### src/source/prng_pkg.sv
/* prng shared definitions */

package prng_pkg;

  ////////////////////////////////////////////////
  // widths and sizes
  ////////////////////////////////////////////////

  // axi4-lite bus widths
  localparam int unsigned AXIL_ADDR_W = 8;
  localparam int unsigned AXIL_DATA_W = 32;

  // one random word as buffered and returned on a data read
  localparam int unsigned WORD_W = 16;

  // word buffer depth and fill count width
  localparam int unsigned FIFO_DEPTH = 8;
  localparam int unsigned FIFO_CNT_W = 4;

  // reset and lockup reseed value, must be nonzero
  localparam logic [31:0] DEFAULT_SEED = 32'd1;

  typedef logic [WORD_W-1:0] rand_word_t;

  ////////////////////////////////////////////////
  // register map and bus responses
  ////////////////////////////////////////////////

  typedef enum logic [AXIL_ADDR_W-1:0] {
    REG_CTRL    = 8'h00,
    REG_SEED    = 8'h04,
    REG_ENTROPY = 8'h08,
    REG_DATA    = 8'h0C,
    REG_STATUS  = 8'h10
  } reg_addr_e;

  typedef enum logic [1:0] {
    RESP_OKAY   = 2'b00,
    RESP_SLVERR = 2'b10
  } axil_resp_e;

  // control bundle from the register block to the stepper
  typedef struct packed {
    logic                   run;
    logic                   seed_load;
    logic [AXIL_DATA_W-1:0] seed;
    logic                   entropy_valid;
    logic [AXIL_DATA_W-2:0] entropy;
  } lfsr_ctrl_t;

  // galois tap masks for the supported state widths
  function automatic logic [31:0] lfsr_coeffs(input int unsigned width);
    case (width)
      16:      return 32'h0000_D008;
      24:      return 32'h00E1_0000;
      32:      return 32'h8020_0003;
      default: return 32'h0000_0000;
    endcase
  endfunction

endpackage

### src/source/lfsr_stepper.sv
/* galois lfsr stepper */

`timescale 1ns/1ps

module lfsr_stepper import prng_pkg::*; #(
  parameter int unsigned LfsrW = 32
) (
  input  logic       clk_i,
  input  logic       rst_ni,
  input  lfsr_ctrl_t ctrl_i,
  output logic       push_valid_o,
  input  logic       push_ready_i,
  output rand_word_t push_word_o
);

  // tap mask and reseed value cut to the state width
  localparam logic [LfsrW-1:0] Coeffs   = LfsrW'(lfsr_coeffs(LfsrW));
  localparam logic [LfsrW-1:0] ResetVal = LfsrW'(DEFAULT_SEED);

  logic [LfsrW-1:0] state_q;
  logic [LfsrW-1:0] state_d;
  logic [LfsrW-1:0] next_state;
  logic [LfsrW-1:0] entropy_q;
  logic [LfsrW-1:0] entropy_mix;
  logic             entropy_pend_q;
  logic             lockup;
  logic             step;

  // a word is offered whenever running and no seed is going in
  assign push_valid_o = ctrl_i.run && !ctrl_i.seed_load;
  assign step         = push_valid_o && push_ready_i;

  // low-order state tap
  assign push_word_o = state_q[WORD_W-1:0];

  // all-zero state never leaves on its own
  assign lockup = ~(|state_q);

  // pending entropy is mixed in exactly once
  assign entropy_mix = entropy_pend_q ? entropy_q : '0;

  // shift right, fold taps back in on a set low bit, then xor entropy
  assign next_state = (state_q >> 1) ^ ({LfsrW{state_q[0]}} & Coeffs) ^ entropy_mix;

  // seed load wins over stepping
  always_comb begin
    state_d = state_q;
    if (ctrl_i.seed_load) begin
      state_d = LfsrW'(ctrl_i.seed);
    end else if (step && lockup) begin
      state_d = ResetVal;
    end else if (step) begin
      state_d = next_state;
    end
  end

  always_ff @(posedge clk_i or negedge rst_ni) begin
    if (!rst_ni) begin
      state_q        <= ResetVal;
      entropy_pend_q <= 1'b0;
    end else begin
      state_q <= state_d;
      // a fresh entropy write stays pending even if a step uses the old one
      if (ctrl_i.entropy_valid) begin
        entropy_pend_q <= 1'b1;
      end else if (step) begin
        entropy_pend_q <= 1'b0;
      end
    end
  end

  // entropy payload, only looked at while pending
  always_ff @(posedge clk_i) begin
    if (ctrl_i.entropy_valid) begin
      entropy_q <= LfsrW'(ctrl_i.entropy);
    end
  end

endmodule

### src/source/word_fifo.sv
/* random word fifo */

`timescale 1ns/1ps

module word_fifo import prng_pkg::*; #(
  parameter int unsigned FifoDepth = FIFO_DEPTH
) (
  input  logic                  clk_i,
  input  logic                  rst_ni,
  input  logic                  push_valid_i,
  output logic                  push_ready_o,
  input  rand_word_t            push_word_i,
  output logic                  pop_valid_o,
  input  logic                  pop_ready_i,
  output rand_word_t            pop_word_o,
  output logic [FIFO_CNT_W-1:0] count_o
);

  localparam int unsigned PtrW = (FifoDepth > 1) ? $clog2(FifoDepth) : 1;

  rand_word_t            mem_q [FifoDepth];
  logic [PtrW-1:0]       wr_ptr_q;
  logic [PtrW-1:0]       rd_ptr_q;
  logic [FIFO_CNT_W-1:0] count_q;
  logic                  push;
  logic                  pop;

  // wrap at the depth, which need not be a power of two
  function automatic logic [PtrW-1:0] ptr_inc(input logic [PtrW-1:0] ptr);
    if (ptr == PtrW'(FifoDepth - 1)) begin
      return '0;
    end
    return ptr + 1'b1;
  endfunction

  // back-pressure to the stepper when full
  assign push_ready_o = (count_q != FIFO_CNT_W'(FifoDepth));
  assign pop_valid_o  = (count_q != '0);

  assign push = push_valid_i && push_ready_o;
  assign pop  = pop_valid_o && pop_ready_i;

  // head word, one cycle after its push
  assign pop_word_o = mem_q[rd_ptr_q];
  assign count_o    = count_q;

  always_ff @(posedge clk_i or negedge rst_ni) begin
    if (!rst_ni) begin
      wr_ptr_q <= '0;
      rd_ptr_q <= '0;
      count_q  <= '0;
    end else begin
      if (push) begin
        wr_ptr_q <= ptr_inc(wr_ptr_q);
      end
      if (pop) begin
        rd_ptr_q <= ptr_inc(rd_ptr_q);
      end
      // push and pop together leave the count alone
      case ({push, pop})
        2'b10:   count_q <= count_q + 1'b1;
        2'b01:   count_q <= count_q - 1'b1;
        default: count_q <= count_q;
      endcase
    end
  end

  // storage
  always_ff @(posedge clk_i) begin
    if (push) begin
      mem_q[wr_ptr_q] <= push_word_i;
    end
  end

endmodule

### src/source/axil_prng_regs.sv
/* axi4-lite prng registers */

`timescale 1ns/1ps

module axil_prng_regs import prng_pkg::*; (
  input  logic                   clk_i,
  input  logic                   rst_ni,
  // write address and data
  input  logic                   awvalid_i,
  output logic                   awready_o,
  input  reg_addr_e              awaddr_i,
  input  logic                   wvalid_i,
  output logic                   wready_o,
  input  logic [AXIL_DATA_W-1:0] wdata_i,
  // write response
  output logic                   bvalid_o,
  input  logic                   bready_i,
  output axil_resp_e             bresp_o,
  // read address and data
  input  logic                   arvalid_i,
  output logic                   arready_o,
  input  reg_addr_e              araddr_i,
  output logic                   rvalid_o,
  input  logic                   rready_i,
  output logic [AXIL_DATA_W-1:0] rdata_o,
  output axil_resp_e             rresp_o,
  // to the stepper
  output lfsr_ctrl_t             ctrl_o,
  // from the word fifo
  input  logic                   pop_valid_i,
  output logic                   pop_ready_o,
  input  rand_word_t             pop_word_i,
  input  logic [FIFO_CNT_W-1:0]  count_i
);

  typedef enum logic [1:0] {W_IDLE, W_HOLD, W_RESP} wr_state_e;
  typedef enum logic [1:0] {R_IDLE, R_HOLD, R_RESP} rd_state_e;

  wr_state_e              w_state_q;
  rd_state_e              r_state_q;
  logic                   awready_q;
  logic                   wready_q;
  logic                   aw_got_q;
  logic                   w_got_q;
  logic                   aw_hs;
  logic                   w_hs;
  logic                   aw_have;
  logic                   w_have;
  logic                   ar_hs;
  reg_addr_e              awaddr_q;
  logic [AXIL_DATA_W-1:0] wdata_q;
  logic                   run_q;
  logic [AXIL_DATA_W-1:0] rdata_d;
  logic [AXIL_DATA_W-1:0] rdata_q;
  axil_resp_e             rresp_d;
  axil_resp_e             rresp_q;

  ////////////////////////////////////////////////
  // write channel
  ////////////////////////////////////////////////

  assign awready_o = awready_q;
  assign wready_o  = wready_q;
  assign aw_hs     = awvalid_i && awready_o;
  assign w_hs      = wvalid_i && wready_o;

  // address and data may come in either order
  assign aw_have = aw_got_q || aw_hs;
  assign w_have  = w_got_q || w_hs;

  assign bvalid_o = (w_state_q == W_RESP);
  // every write is acknowledged, unmapped ones are dropped
  assign bresp_o  = RESP_OKAY;

  always_ff @(posedge clk_i or negedge rst_ni) begin
    if (!rst_ni) begin
      w_state_q <= W_IDLE;
      awready_q <= 1'b0;
      wready_q  <= 1'b0;
      aw_got_q  <= 1'b0;
      w_got_q   <= 1'b0;
      run_q     <= 1'b0;
    end else begin
      case (w_state_q)
        W_IDLE: begin
          aw_got_q  <= aw_have;
          w_got_q   <= w_have;
          // readies come up after reset and drop once their beat is in
          awready_q <= !aw_have;
          wready_q  <= !w_have;
          if (aw_have && w_have) begin
            w_state_q <= W_HOLD;
          end
        end
        W_HOLD: begin
          // register update, stepper pulses are out this cycle
          if (awaddr_q == REG_CTRL) begin
            run_q <= wdata_q[0];
          end
          w_state_q <= W_RESP;
        end
        W_RESP: begin
          if (bready_i) begin
            w_state_q <= W_IDLE;
            aw_got_q  <= 1'b0;
            w_got_q   <= 1'b0;
            awready_q <= 1'b1;
            wready_q  <= 1'b1;
          end
        end
        default: w_state_q <= W_IDLE;
      endcase
    end
  end

  // write payload
  always_ff @(posedge clk_i) begin
    if (aw_hs) begin
      awaddr_q <= awaddr_i;
    end
    if (w_hs) begin
      wdata_q <= wdata_i;
    end
  end

  // seed and entropy pulses in the hold cycle, run as a level
  always_comb begin
    ctrl_o.run           = run_q;
    ctrl_o.seed_load     = (w_state_q == W_HOLD) && (awaddr_q == REG_SEED);
    ctrl_o.seed          = wdata_q;
    ctrl_o.entropy_valid = (w_state_q == W_HOLD) && (awaddr_q == REG_ENTROPY);
    ctrl_o.entropy       = wdata_q[AXIL_DATA_W-2:0];
  end

  ////////////////////////////////////////////////
  // read channel
  ////////////////////////////////////////////////

  // arready held high in R_HOLD until an address turns up
  assign arready_o = (r_state_q == R_HOLD);
  assign ar_hs     = arvalid_i && arready_o;
  assign rvalid_o  = (r_state_q == R_RESP);
  assign rdata_o   = rdata_q;
  assign rresp_o   = rresp_q;

  // response formed on the handshake cycle, fifo popped right here
  always_comb begin
    rdata_d     = '0;
    rresp_d     = RESP_OKAY;
    pop_ready_o = 1'b0;
    case (araddr_i)
      REG_CTRL:   rdata_d = AXIL_DATA_W'(run_q);
      REG_STATUS: rdata_d = AXIL_DATA_W'(count_i);
      REG_DATA: begin
        if (pop_valid_i) begin
          rdata_d     = AXIL_DATA_W'(pop_word_i);
          pop_ready_o = ar_hs;
        end else begin
          // empty buffer
          rresp_d = RESP_SLVERR;
        end
      end
      default: rdata_d = '0;
    endcase
  end

  always_ff @(posedge clk_i or negedge rst_ni) begin
    if (!rst_ni) begin
      r_state_q <= R_IDLE;
    end else begin
      case (r_state_q)
        R_IDLE:  r_state_q <= R_HOLD;
        R_HOLD:  r_state_q <= ar_hs ? R_RESP : R_HOLD;
        R_RESP:  r_state_q <= rready_i ? R_IDLE : R_RESP;
        default: r_state_q <= R_IDLE;
      endcase
    end
  end

  // read payload holds while rready is low
  always_ff @(posedge clk_i) begin
    if (ar_hs) begin
      rdata_q <= rdata_d;
      rresp_q <= rresp_d;
    end
  end

endmodule

### src/source/prng_top.sv
/* prng top level */

`timescale 1ns/1ps

module prng_top import prng_pkg::*; #(
  parameter int unsigned LfsrW     = 32,
  parameter int unsigned FifoDepth = FIFO_DEPTH
) (
  input  logic                   clk_i,
  input  logic                   rst_ni,
  // axi4-lite slave
  input  logic                   awvalid_i,
  output logic                   awready_o,
  input  reg_addr_e              awaddr_i,
  input  logic                   wvalid_i,
  output logic                   wready_o,
  input  logic [AXIL_DATA_W-1:0] wdata_i,
  output logic                   bvalid_o,
  input  logic                   bready_i,
  output axil_resp_e             bresp_o,
  input  logic                   arvalid_i,
  output logic                   arready_o,
  input  reg_addr_e              araddr_i,
  output logic                   rvalid_o,
  input  logic                   rready_i,
  output logic [AXIL_DATA_W-1:0] rdata_o,
  output axil_resp_e             rresp_o
);

  lfsr_ctrl_t            ctrl;
  logic                  push_valid;
  logic                  push_ready;
  rand_word_t            push_word;
  logic                  pop_valid;
  logic                  pop_ready;
  rand_word_t            pop_word;
  logic [FIFO_CNT_W-1:0] count;

  // bus front end, drains the buffer
  axil_prng_regs i_regs (
    .clk_i, .rst_ni,
    .awvalid_i, .awready_o, .awaddr_i,
    .wvalid_i, .wready_o, .wdata_i,
    .bvalid_o, .bready_i, .bresp_o,
    .arvalid_i, .arready_o, .araddr_i,
    .rvalid_o, .rready_i, .rdata_o, .rresp_o,
    .ctrl_o      (ctrl),
    .pop_valid_i (pop_valid),
    .pop_ready_o (pop_ready),
    .pop_word_i  (pop_word),
    .count_i     (count)
  );

  // word producer
  lfsr_stepper #(.LfsrW(LfsrW)) i_stepper (
    .clk_i, .rst_ni,
    .ctrl_i       (ctrl),
    .push_valid_o (push_valid),
    .push_ready_i (push_ready),
    .push_word_o  (push_word)
  );

  // buffer between the two
  word_fifo #(.FifoDepth(FifoDepth)) i_fifo (
    .clk_i, .rst_ni,
    .push_valid_i (push_valid),
    .push_ready_o (push_ready),
    .push_word_i  (push_word),
    .pop_valid_o  (pop_valid),
    .pop_ready_i  (pop_ready),
    .pop_word_o   (pop_word),
    .count_o      (count)
  );

endmodule

### config.mk
export PLATFORM = sky130hd
export DESIGN_NAME = prng_top
export DESIGN_NICKNAME = d
export VERILOG_FILES = /design/src/source/prng_pkg.sv /design/src/source/lfsr_stepper.sv /design/src/source/word_fifo.sv /design/src/source/axil_prng_regs.sv /design/src/source/prng_top.sv
export SDC_FILE = /design/constraint.sdc
export NUM_CORES = 1
export LEC_CHECK = 0
export ABC_CLOCK_PERIOD_IN_PS = 3940
export BUFFER_PORTS_ARGS = -buffer_cell sky130_fd_sc_hd__buf_4
export CELL_PAD_IN_SITES_DETAIL_PLACEMENT = 0
export CELL_PAD_IN_SITES_GLOBAL_PLACEMENT = 1
export CORE_MARGIN = 2
export CORE_UTILIZATION = 40
export DETAILED_ROUTE_END_ITERATION = 10
export GPL_TIMING_DRIVEN = 1
export PLACE_DENSITY_LB_ADDON = 0.1
export SKIP_CTS_REPAIR_TIMING = 1
export SLEW_MARGIN = 10
export SYNTH_ARGS = -nofsm -noshare
export SYNTH_HDL_FRONTEND = slang
export SYNTH_SLANG_ARGS = --single-unit
### constraint.sdc
create_clock -name clk_i -period 3.94 [get_ports clk_i]
set_input_delay 0.197 -clock clk_i [delete_from_list [all_inputs] [get_ports clk_i]]
set_output_delay 0.197 -clock clk_i [all_outputs]
set_load 0.05 [all_outputs]
==> reports/qor.csv, run 1 <==
stage,metric,value,unit
grt,total grt overflow,0,
cells_and_area,ANT cells,0,
place,Buffers on Ports,76,
setup_path,crit path cell chain,or4b_4 > or3_1 > nand2_2 > ha_1 > xor2_1 > ha_1 > a21oi_1 > xor2_1 > nor2_1 > xor2_1,
grt,first-pass GRT wire length,33100,um
die,Initial Util,0.407,
setup_path,startpoint types,flip-flop,
setup_path,"Largest stage delay, worst path",0.58,ns
grt,antenna violations before repair,0,
clock_tree,"CTS clk-pin slew, worst paths",0.06,ns
synthesis,Yosys top cell by area,edfxtp_1,
power,Total Power,7.41,mW
timing,final hold vios,0,
drt,Detailed Route WL,21300,um
setup_path,Worst path slowest cell,or4b_4,
job,Max Cap Violations,0,
synthesis,distinct cell type count after synthesis,46,
setup_path,critical-path maximum fanout,8,
die,io pins,96,
power,power per cell area,574,mW/mm^2
drt,drt via density,5.10,
drt,DR DRC count,0,
synthesis,prevailing post-synth register cell,edfxtp_1,
place,GPL Wtd Cong,0.727,
cells_and_area,share of layout cells above drive strength 1,0.230,
clock_tree,Bufs on Longest Clock Path,3,
clock_tree,Clock Tree Root,clkbuf_16,
synthesis,Mapped Avg Cell Area,17.1,um^2
synthesis,Async SR Flop Fraction,0.194,
synthesis,post-synthesis cell area,0.0106,mm^2
cells_and_area,Layout Utilization,0.495,
drt,via count,5681,
timing,Slew Limit Fails,0,
clock_tree,TritonCTS Sinks,268,
timing,Slew HR,0.264,
timing,Tcrit/Tclk final,0.748,
synthesis,Synth area leaders,"edfxtp_1 (61%), dfrtp_1 (12%), mux4_2 (6.8%), xor2_1 (2.6%), a22oi_1 (2.2%)",
synthesis,register area share after synthesis,0.735,
place,Placed Cells,1016,
die,die area,0.0278,mm^2
setup_path,Critical Path RT,4.34,ns
drt,drt wl/cell,19.1,um
grt,number of global-route vias before repair,5940,
clock_tree,CTS Buf Count,29,
setup_path,critical path buffer and inverter count,0,
timing,number of setup violations in the final report,0,
grt,largest net degree at the start of global routing,53,
timing,fmax,339,MHz
synthesis,Ys Warns,0,
setup_path,cell family with most CP delay,simple AND/OR/NAND/NOR gates,
clock_tree,CTS tree,built,
cells_and_area,area delta synth->final,21.7,%
timing,Max Clock Skew,0.0133,ns
synthesis,"flops & latches, synth",268,
timing,Post-Route Setup TNS,0,ns
die,number of core rows,59,
drt,drt first-iter violations,296,
timing,Final min period,2.95,ns
outcome,outcome,completed,
timing,final setup margin,0.991,ns
synthesis,Synth top area share,0.612,
setup_path,CP arrival,3.35,ns
setup_path,cell repeated most along the worst path,xor2_1,
clock_tree,"Clk Latency, worst-skew pair",0.53,ns
power,Leak Pwr,4.44,nW
die,Chip Width,167,um
drt,Detail Route Antenna Nets,0,
synthesis,Synth Instances,620,
setup_path,Setup CP Type,flip-flop to flip-flop,
place,DP HPWL,12900,um
drt,Initial DRT Pass Iterations,4,
synthesis,Post-synth EDFFs,216,
die,CORE AREA,0.0261,mm^2
timing,RSZ-0062 raised after global routing,no,
cells_and_area,final cell count without fillers,1114,
place,"worst slack, placed",0.982,ns
timing,Worst Tran Pin Value,1.10,ns
cells_and_area,Nets,820,
die,die height,167,um
grt,global-route usage over all layers,0.152,
setup_path,crit end category,flip-flop,
cells_and_area,"commonest cells after routing, fill and taps aside","edfxtp_1 (216), buf_4 (87), dfrtp_1 (50)",
power,maximum vdd ir drop,0.351,mV
hold_path,Min-Delay Path Class,input pin to flip-flop,
clock_tree,Max H-tree Level,1,
cells_and_area,"commonest non-fill, non-tap cell in the layout",edfxtp_1,
-- cell usage after synthesis (8+ instances only) --
cell      number
edfxtp_1     216
dfrtp_1       51
nand2_1       39
o21ai_0       35
mux4_2        32
xor2_1        32
a22oi_1       31
nor2_1        25
buf_4         19
mux2i_1       17
clkbuf_1      13
buf_2          8
ha_1           8
nor4_1         8
-- final timing paths --
path | from | endpoint | slack [ns] | depth (start not counted)
worst max-delay path | i_regs.w_state_q[1]$_DFFE_PN0P_ | i_fifo.count_o[2]$_DFFE_PN0P_ | 0.99 | 10
min in group asynchronous | rst_ni | i_regs.awready_o$_DFFE_PN0P_ | 0.25 | 2
worst min-delay path | araddr_i[2] | i_regs.rresp_o[1]$_SDFFCE_PP0N_ | 0.1 | 3
worst max register to register | i_regs.w_state_q[1]$_DFFE_PN0P_ | i_fifo.count_o[2]$_DFFE_PN0P_ | 0.99 | 10
max in group asynchronous | rst_ni | i_fifo.rd_ptr_q[0]$_DFFE_PN0P_ | 3.14 | 2
worst min register to register | i_regs.r_state_q[1]$_DFF_PN0_ | i_regs.r_state_q[0]$_DFF_PN0_ | 0.44 | 1
-- metal layers --
metal	global-route usage	vias to the layer above	routed length, um
met3	0.0223	28	696
met2	0.271	100	11200
li1	-	2640	-
met1	0.195	2913	9120
met4	0.0379	0	347
met5	0	-	0
-- state kept, by name, summed over array words and instances (netlist names), 2 cells and up --
| register | cells |
|---|---|
| i_fifo.mem_q | 128 |
| i_fifo.rd_ptr_q | 3 |
| i_regs.rdata_o | 16 |
| i_stepper.entropy_q | 31 |
| i_regs.awaddr_q | 8 |
| i_regs.w_state_q | 2 |
| i_fifo.wr_ptr_q | 3 |
| i_regs.wdata_q | 32 |
| i_stepper.state_q | 32 |
| i_fifo.count_o | 4 |
| i_regs.r_state_q | 2 |
-- worst reg2reg max path, stage by stage (launching register included) --
cell and delay, ns:
dfrtp_1 0.45, or4b_4 0.58, or3_1 0.50, nand2_2 0.18, ha_1 0.28, xor2_1 0.11, ha_1 0.20, a21oi_1 0.15
xor2_1 0.17, nor2_1 0.08, xor2_1 0.14
-- kinds of logic after synthesis --
kind of cell,count (synthesis),synth area share
buffers and inverters,51,0.0279
adder cells (fa/ha/maj),8,0.00944
AND/OR/NAND/NOR,110,0.0504
other,1,0.000354
XOR/XNOR,38,0.0314
multiplexers,56,0.0915
AO/OA/AOI/OAI,88,0.0545
flip-flops,268,0.735
-- power by group --
| group | total [mW] | switching (mW) | internal (mW) |
|---|---|---|---|
| clock | 2.66 | 1.02 | 1.64 |
| sequential | 3.68 | 0.266 | 3.41 |
| combinational | 1.07 | 0.662 | 0.407 |
-- area by class of cell --
type	instances	area, um^2
sequential	268	7790
inverter	7	26.3
clock buffer	43	788
fill	2227	13200
clock inverter	10	150
tap	335	419
timing repair buffer	132	1100
multi-input combinational	319	2630
-- metrics by stage --
stage | cell area [um^2] | hold slack (ns)
5_1_grt | 12900 | 0.0755
3_3_place_gp | 11500 | 0.307
2_1_floorplan | 10700 | -0.0986
3_5_place_dp | 11500 | 0.309
6_report | 12900 | 0.0954
4_1_cts | 12500 | -0.249
Power figures use the tool's default switching activity.
==> inputs of run 2 (changes only) <==
Settings changed: ABC_CLOCK_PERIOD_IN_PS 3940 to 2800.
Clock period 3.94 ns to 2.8 ns, I/O delays scaled along.
==> run 2 against run 1 <==
  * Core utilization is 0.34 points higher
  * Critical path depth stayed put
  * Largest power group unchanged
  * Die area unchanged
  * Final cell count grew 1.1%
==> reports/qor.csv, run 2 (same netlist as run 1, synthesis figures left out) <==
stage,metric,value,unit,change
outcome,outcome,completed,,unchanged
timing,final hold vios,0,,unchanged
setup_path,crit end category,flip-flop,,unchanged
grt,first-pass GRT wire length,33100,um,about the same
clock_tree,Max H-tree Level,1,,unchanged
die,CORE AREA,0.0261,mm^2,unchanged
setup_path,critical-path maximum fanout,5,,was 8
setup_path,Setup CP Type,flip-flop to flip-flop,,unchanged
grt,global-route usage over all layers,0.151,,was 0.152
die,die height,167,um,unchanged
place,Buffers on Ports,76,,unchanged
place,Placed Cells,1030,,was 1016
timing,Slew Limit Fails,0,,unchanged
setup_path,startpoint types,flip-flop,,unchanged
drt,Initial DRT Pass Iterations,4,,unchanged
power,Clk pwr share,0.349,,was 0.359
cells_and_area,Final Cell Area,0.0130,mm^2,was 0.0129 mm^2
clock_tree,Clock Tree Root,clkbuf_16,,unchanged
clock_tree,"CTS clk-pin slew, worst paths",0.06,ns,about the same
drt,drt wl/cell,18.9,um,was 19.1 um
cells_and_area,ANT cells,0,,unchanged
power,Net Sw Frac,0.265,,was 0.264
drt,drt via density,5.07,,was 5.10
clock_tree,TritonCTS Sinks,268,,unchanged
die,Initial Util,0.407,,unchanged
clock_tree,"Clk Latency, worst-skew pair",0.52,ns,was 0.53 ns
drt,via count,5708,,was 5681
grt,total grt overflow,0,,unchanged
cells_and_area,final cell count without fillers,1126,,was 1114
timing,Worst Tran Pin Value,0.730,ns,was 1.10 ns
place,placed cell area,0.0116,mm^2,was 0.0115 mm^2
cells_and_area,"commonest non-fill, non-tap cell in the layout",edfxtp_1,,unchanged
cells_and_area,Nets,833,,was 820
timing,fmax,385,MHz,was 339 MHz
job,Max Cap Violations,0,,unchanged
die,io pins,96,,unchanged
die,die area,0.0278,mm^2,unchanged
place,GPL Wtd Cong,0.753,,was 0.727
cells_and_area,register name with the most flops,i_fifo.mem_q,,unchanged
place,"worst slack, placed",0.121,ns,was 0.982 ns
grt,antenna violations before repair,0,,unchanged
timing,Max Clock Skew,0.00742,ns,was 0.0133 ns
die,number of core rows,59,,unchanged
grt,number of global-route vias before repair,6000,,was 5940
timing,Final min period,2.60,ns,was 2.95 ns
power,maximum vdd ir drop,0.456,mV,was 0.351 mV
power,Logic pwr share,0.151,,was 0.144
power,power per cell area,793,mW/mm^2,was 574 mW/mm^2
cells_and_area,Regs by FF count,"i_fifo.mem_q x128, i_regs.wdata_q x32, i_stepper.state_q x32",,unchanged
power,register share of total power,0.500,,was 0.496
cells_and_area,area delta synth->final,22.6,%,was 21.7%
timing,Slew HR,0.514,,was 0.264
clock_tree,CTS Buf Count,28,,was 29
clock_tree,Bufs on Longest Clock Path,3,,unchanged
setup_path,Critical Path RT,3.20,ns,was 4.34 ns
power,Pint,7.58,mW,was 5.45 mW
timing,Tcrit/Tclk final,0.927,,was 0.748
place,DP HPWL,12900,um,about the same
timing,number of setup violations in the final report,0,,unchanged
drt,Detail Route Antenna Nets,0,,unchanged
clock_tree,CTS tree,built,,unchanged
timing,RSZ-0062 raised after global routing,no,,unchanged
drt,drt first-iter violations,254,,was 296
drt,DR DRC count,0,,unchanged
power,Sw Pwr,2.73,mW,was 1.95 mW
cells_and_area,Largest register FFs,128,,unchanged
drt,Detailed Route WL,21200,um,was 21300 um
hold_path,Min-Delay Path Class,input pin to flip-flop,,unchanged
setup_path,CP arrival,3.00,ns,was 3.35 ns
timing,Post-Route Setup TNS,0,ns,unchanged
die,Chip Width,167,um,unchanged
cells_and_area,share of layout cells above drive strength 1,0.240,,was 0.230
cells_and_area,"commonest cells after routing, fill and taps aside","edfxtp_1 (216), buf_4 (98), dfrtp_1 (50)",,"was edfxtp_1 (216), buf_4 (87), dfrtp_1 (50)"
grt,largest net degree at the start of global routing,53,,unchanged
power,Leak Pwr,4.53,nW,was 4.44 nW
timing,final setup margin,0.203,ns,was 0.991 ns
[run 2: cell count changes in the layout (fill, tap and decap cells not counted), sizes merged]
cell,change
buf,+14
clkinv,+4
clkbuf,-5
bufinv,-1
[run 2: per-layer routing]
layer,part of all wire,track usage
met5,0,0
met4,0.022,0.0420
met3,0.028,0.0212
met2,0.52,0.273
met1,0.43,0.191
[run 2: path summary, 6_finish.rpt]
| path | start | slack, ns | to | cells after the start |
|---|---|---|---|---|
| max | i_regs.awaddr_q[0]$_DFFE_PP_ | 0.20 | i_fifo.count_o[2]$_DFFE_PN0P_ | 10 |
| min | araddr_i[2] | 0.03 | i_regs.rresp_o[1]$_SDFFCE_PP0N_ | 3 |
| max reg2reg | i_regs.awaddr_q[0]$_DFFE_PP_ | 0.20 | i_fifo.count_o[2]$_DFFE_PN0P_ | 10 |
| min reg2reg | i_regs.wdata_q[27]$_DFFE_PP_ | 0.46 | i_stepper.entropy_q[27]$_DFFE_PP_ | 0 |
| max in group asynchronous | rst_ni | 2.06 | i_fifo.rd_ptr_q[0]$_DFFE_PN0P_ | 2 |
| min in group asynchronous | rst_ni | 0.21 | i_regs.awready_o$_DFFE_PN0P_ | 2 |
[run 2: layout make-up]
cell class	instances	area, um^2
clock buffers	38	769
clock inverters	13	131
fillers	2167	13100
inverters	7	26.3
multi-input cells	319	2610
flip-flops and latches	268	7790
well taps	335	419
repair buffers	146	1250
[run 2: power groups by stage]
stage	Sequential [mW]	Combinational [mW]	Clock, mW
floorplan	5.32	0.877	0
global placement	5.21	1.51	0
detailed placement	5.24	1.53	0
CTS	5.16	1.54	3.72
global route	5.21	1.70	3.87
finish	5.15	1.56	3.59
[run 2: metrics by stage]
step,utilization,power (mW),hold WS (ns)
final,0.499,10.3,0.0341
after detailed placement,0.447,6.77,0.254
after global routing,0.499,10.8,0.0178
after floorplan,-,6.19,-0.156
after CTS,0.481,10.4,-0.309
after global placement,0.447,6.72,0.258
[run 2: worst max-delay path: stages (launching register included)]
cell	delay [ns]
edfxtp_1	0.38
or4_4	0.57
or3_1	0.41
nand2_2	0.09
ha_2	0.23
xor2_1	0.09
ha_1	0.19
a21oi_1	0.16
xor2_1	0.16
nor2_1	0.06
xor2_1	0.14
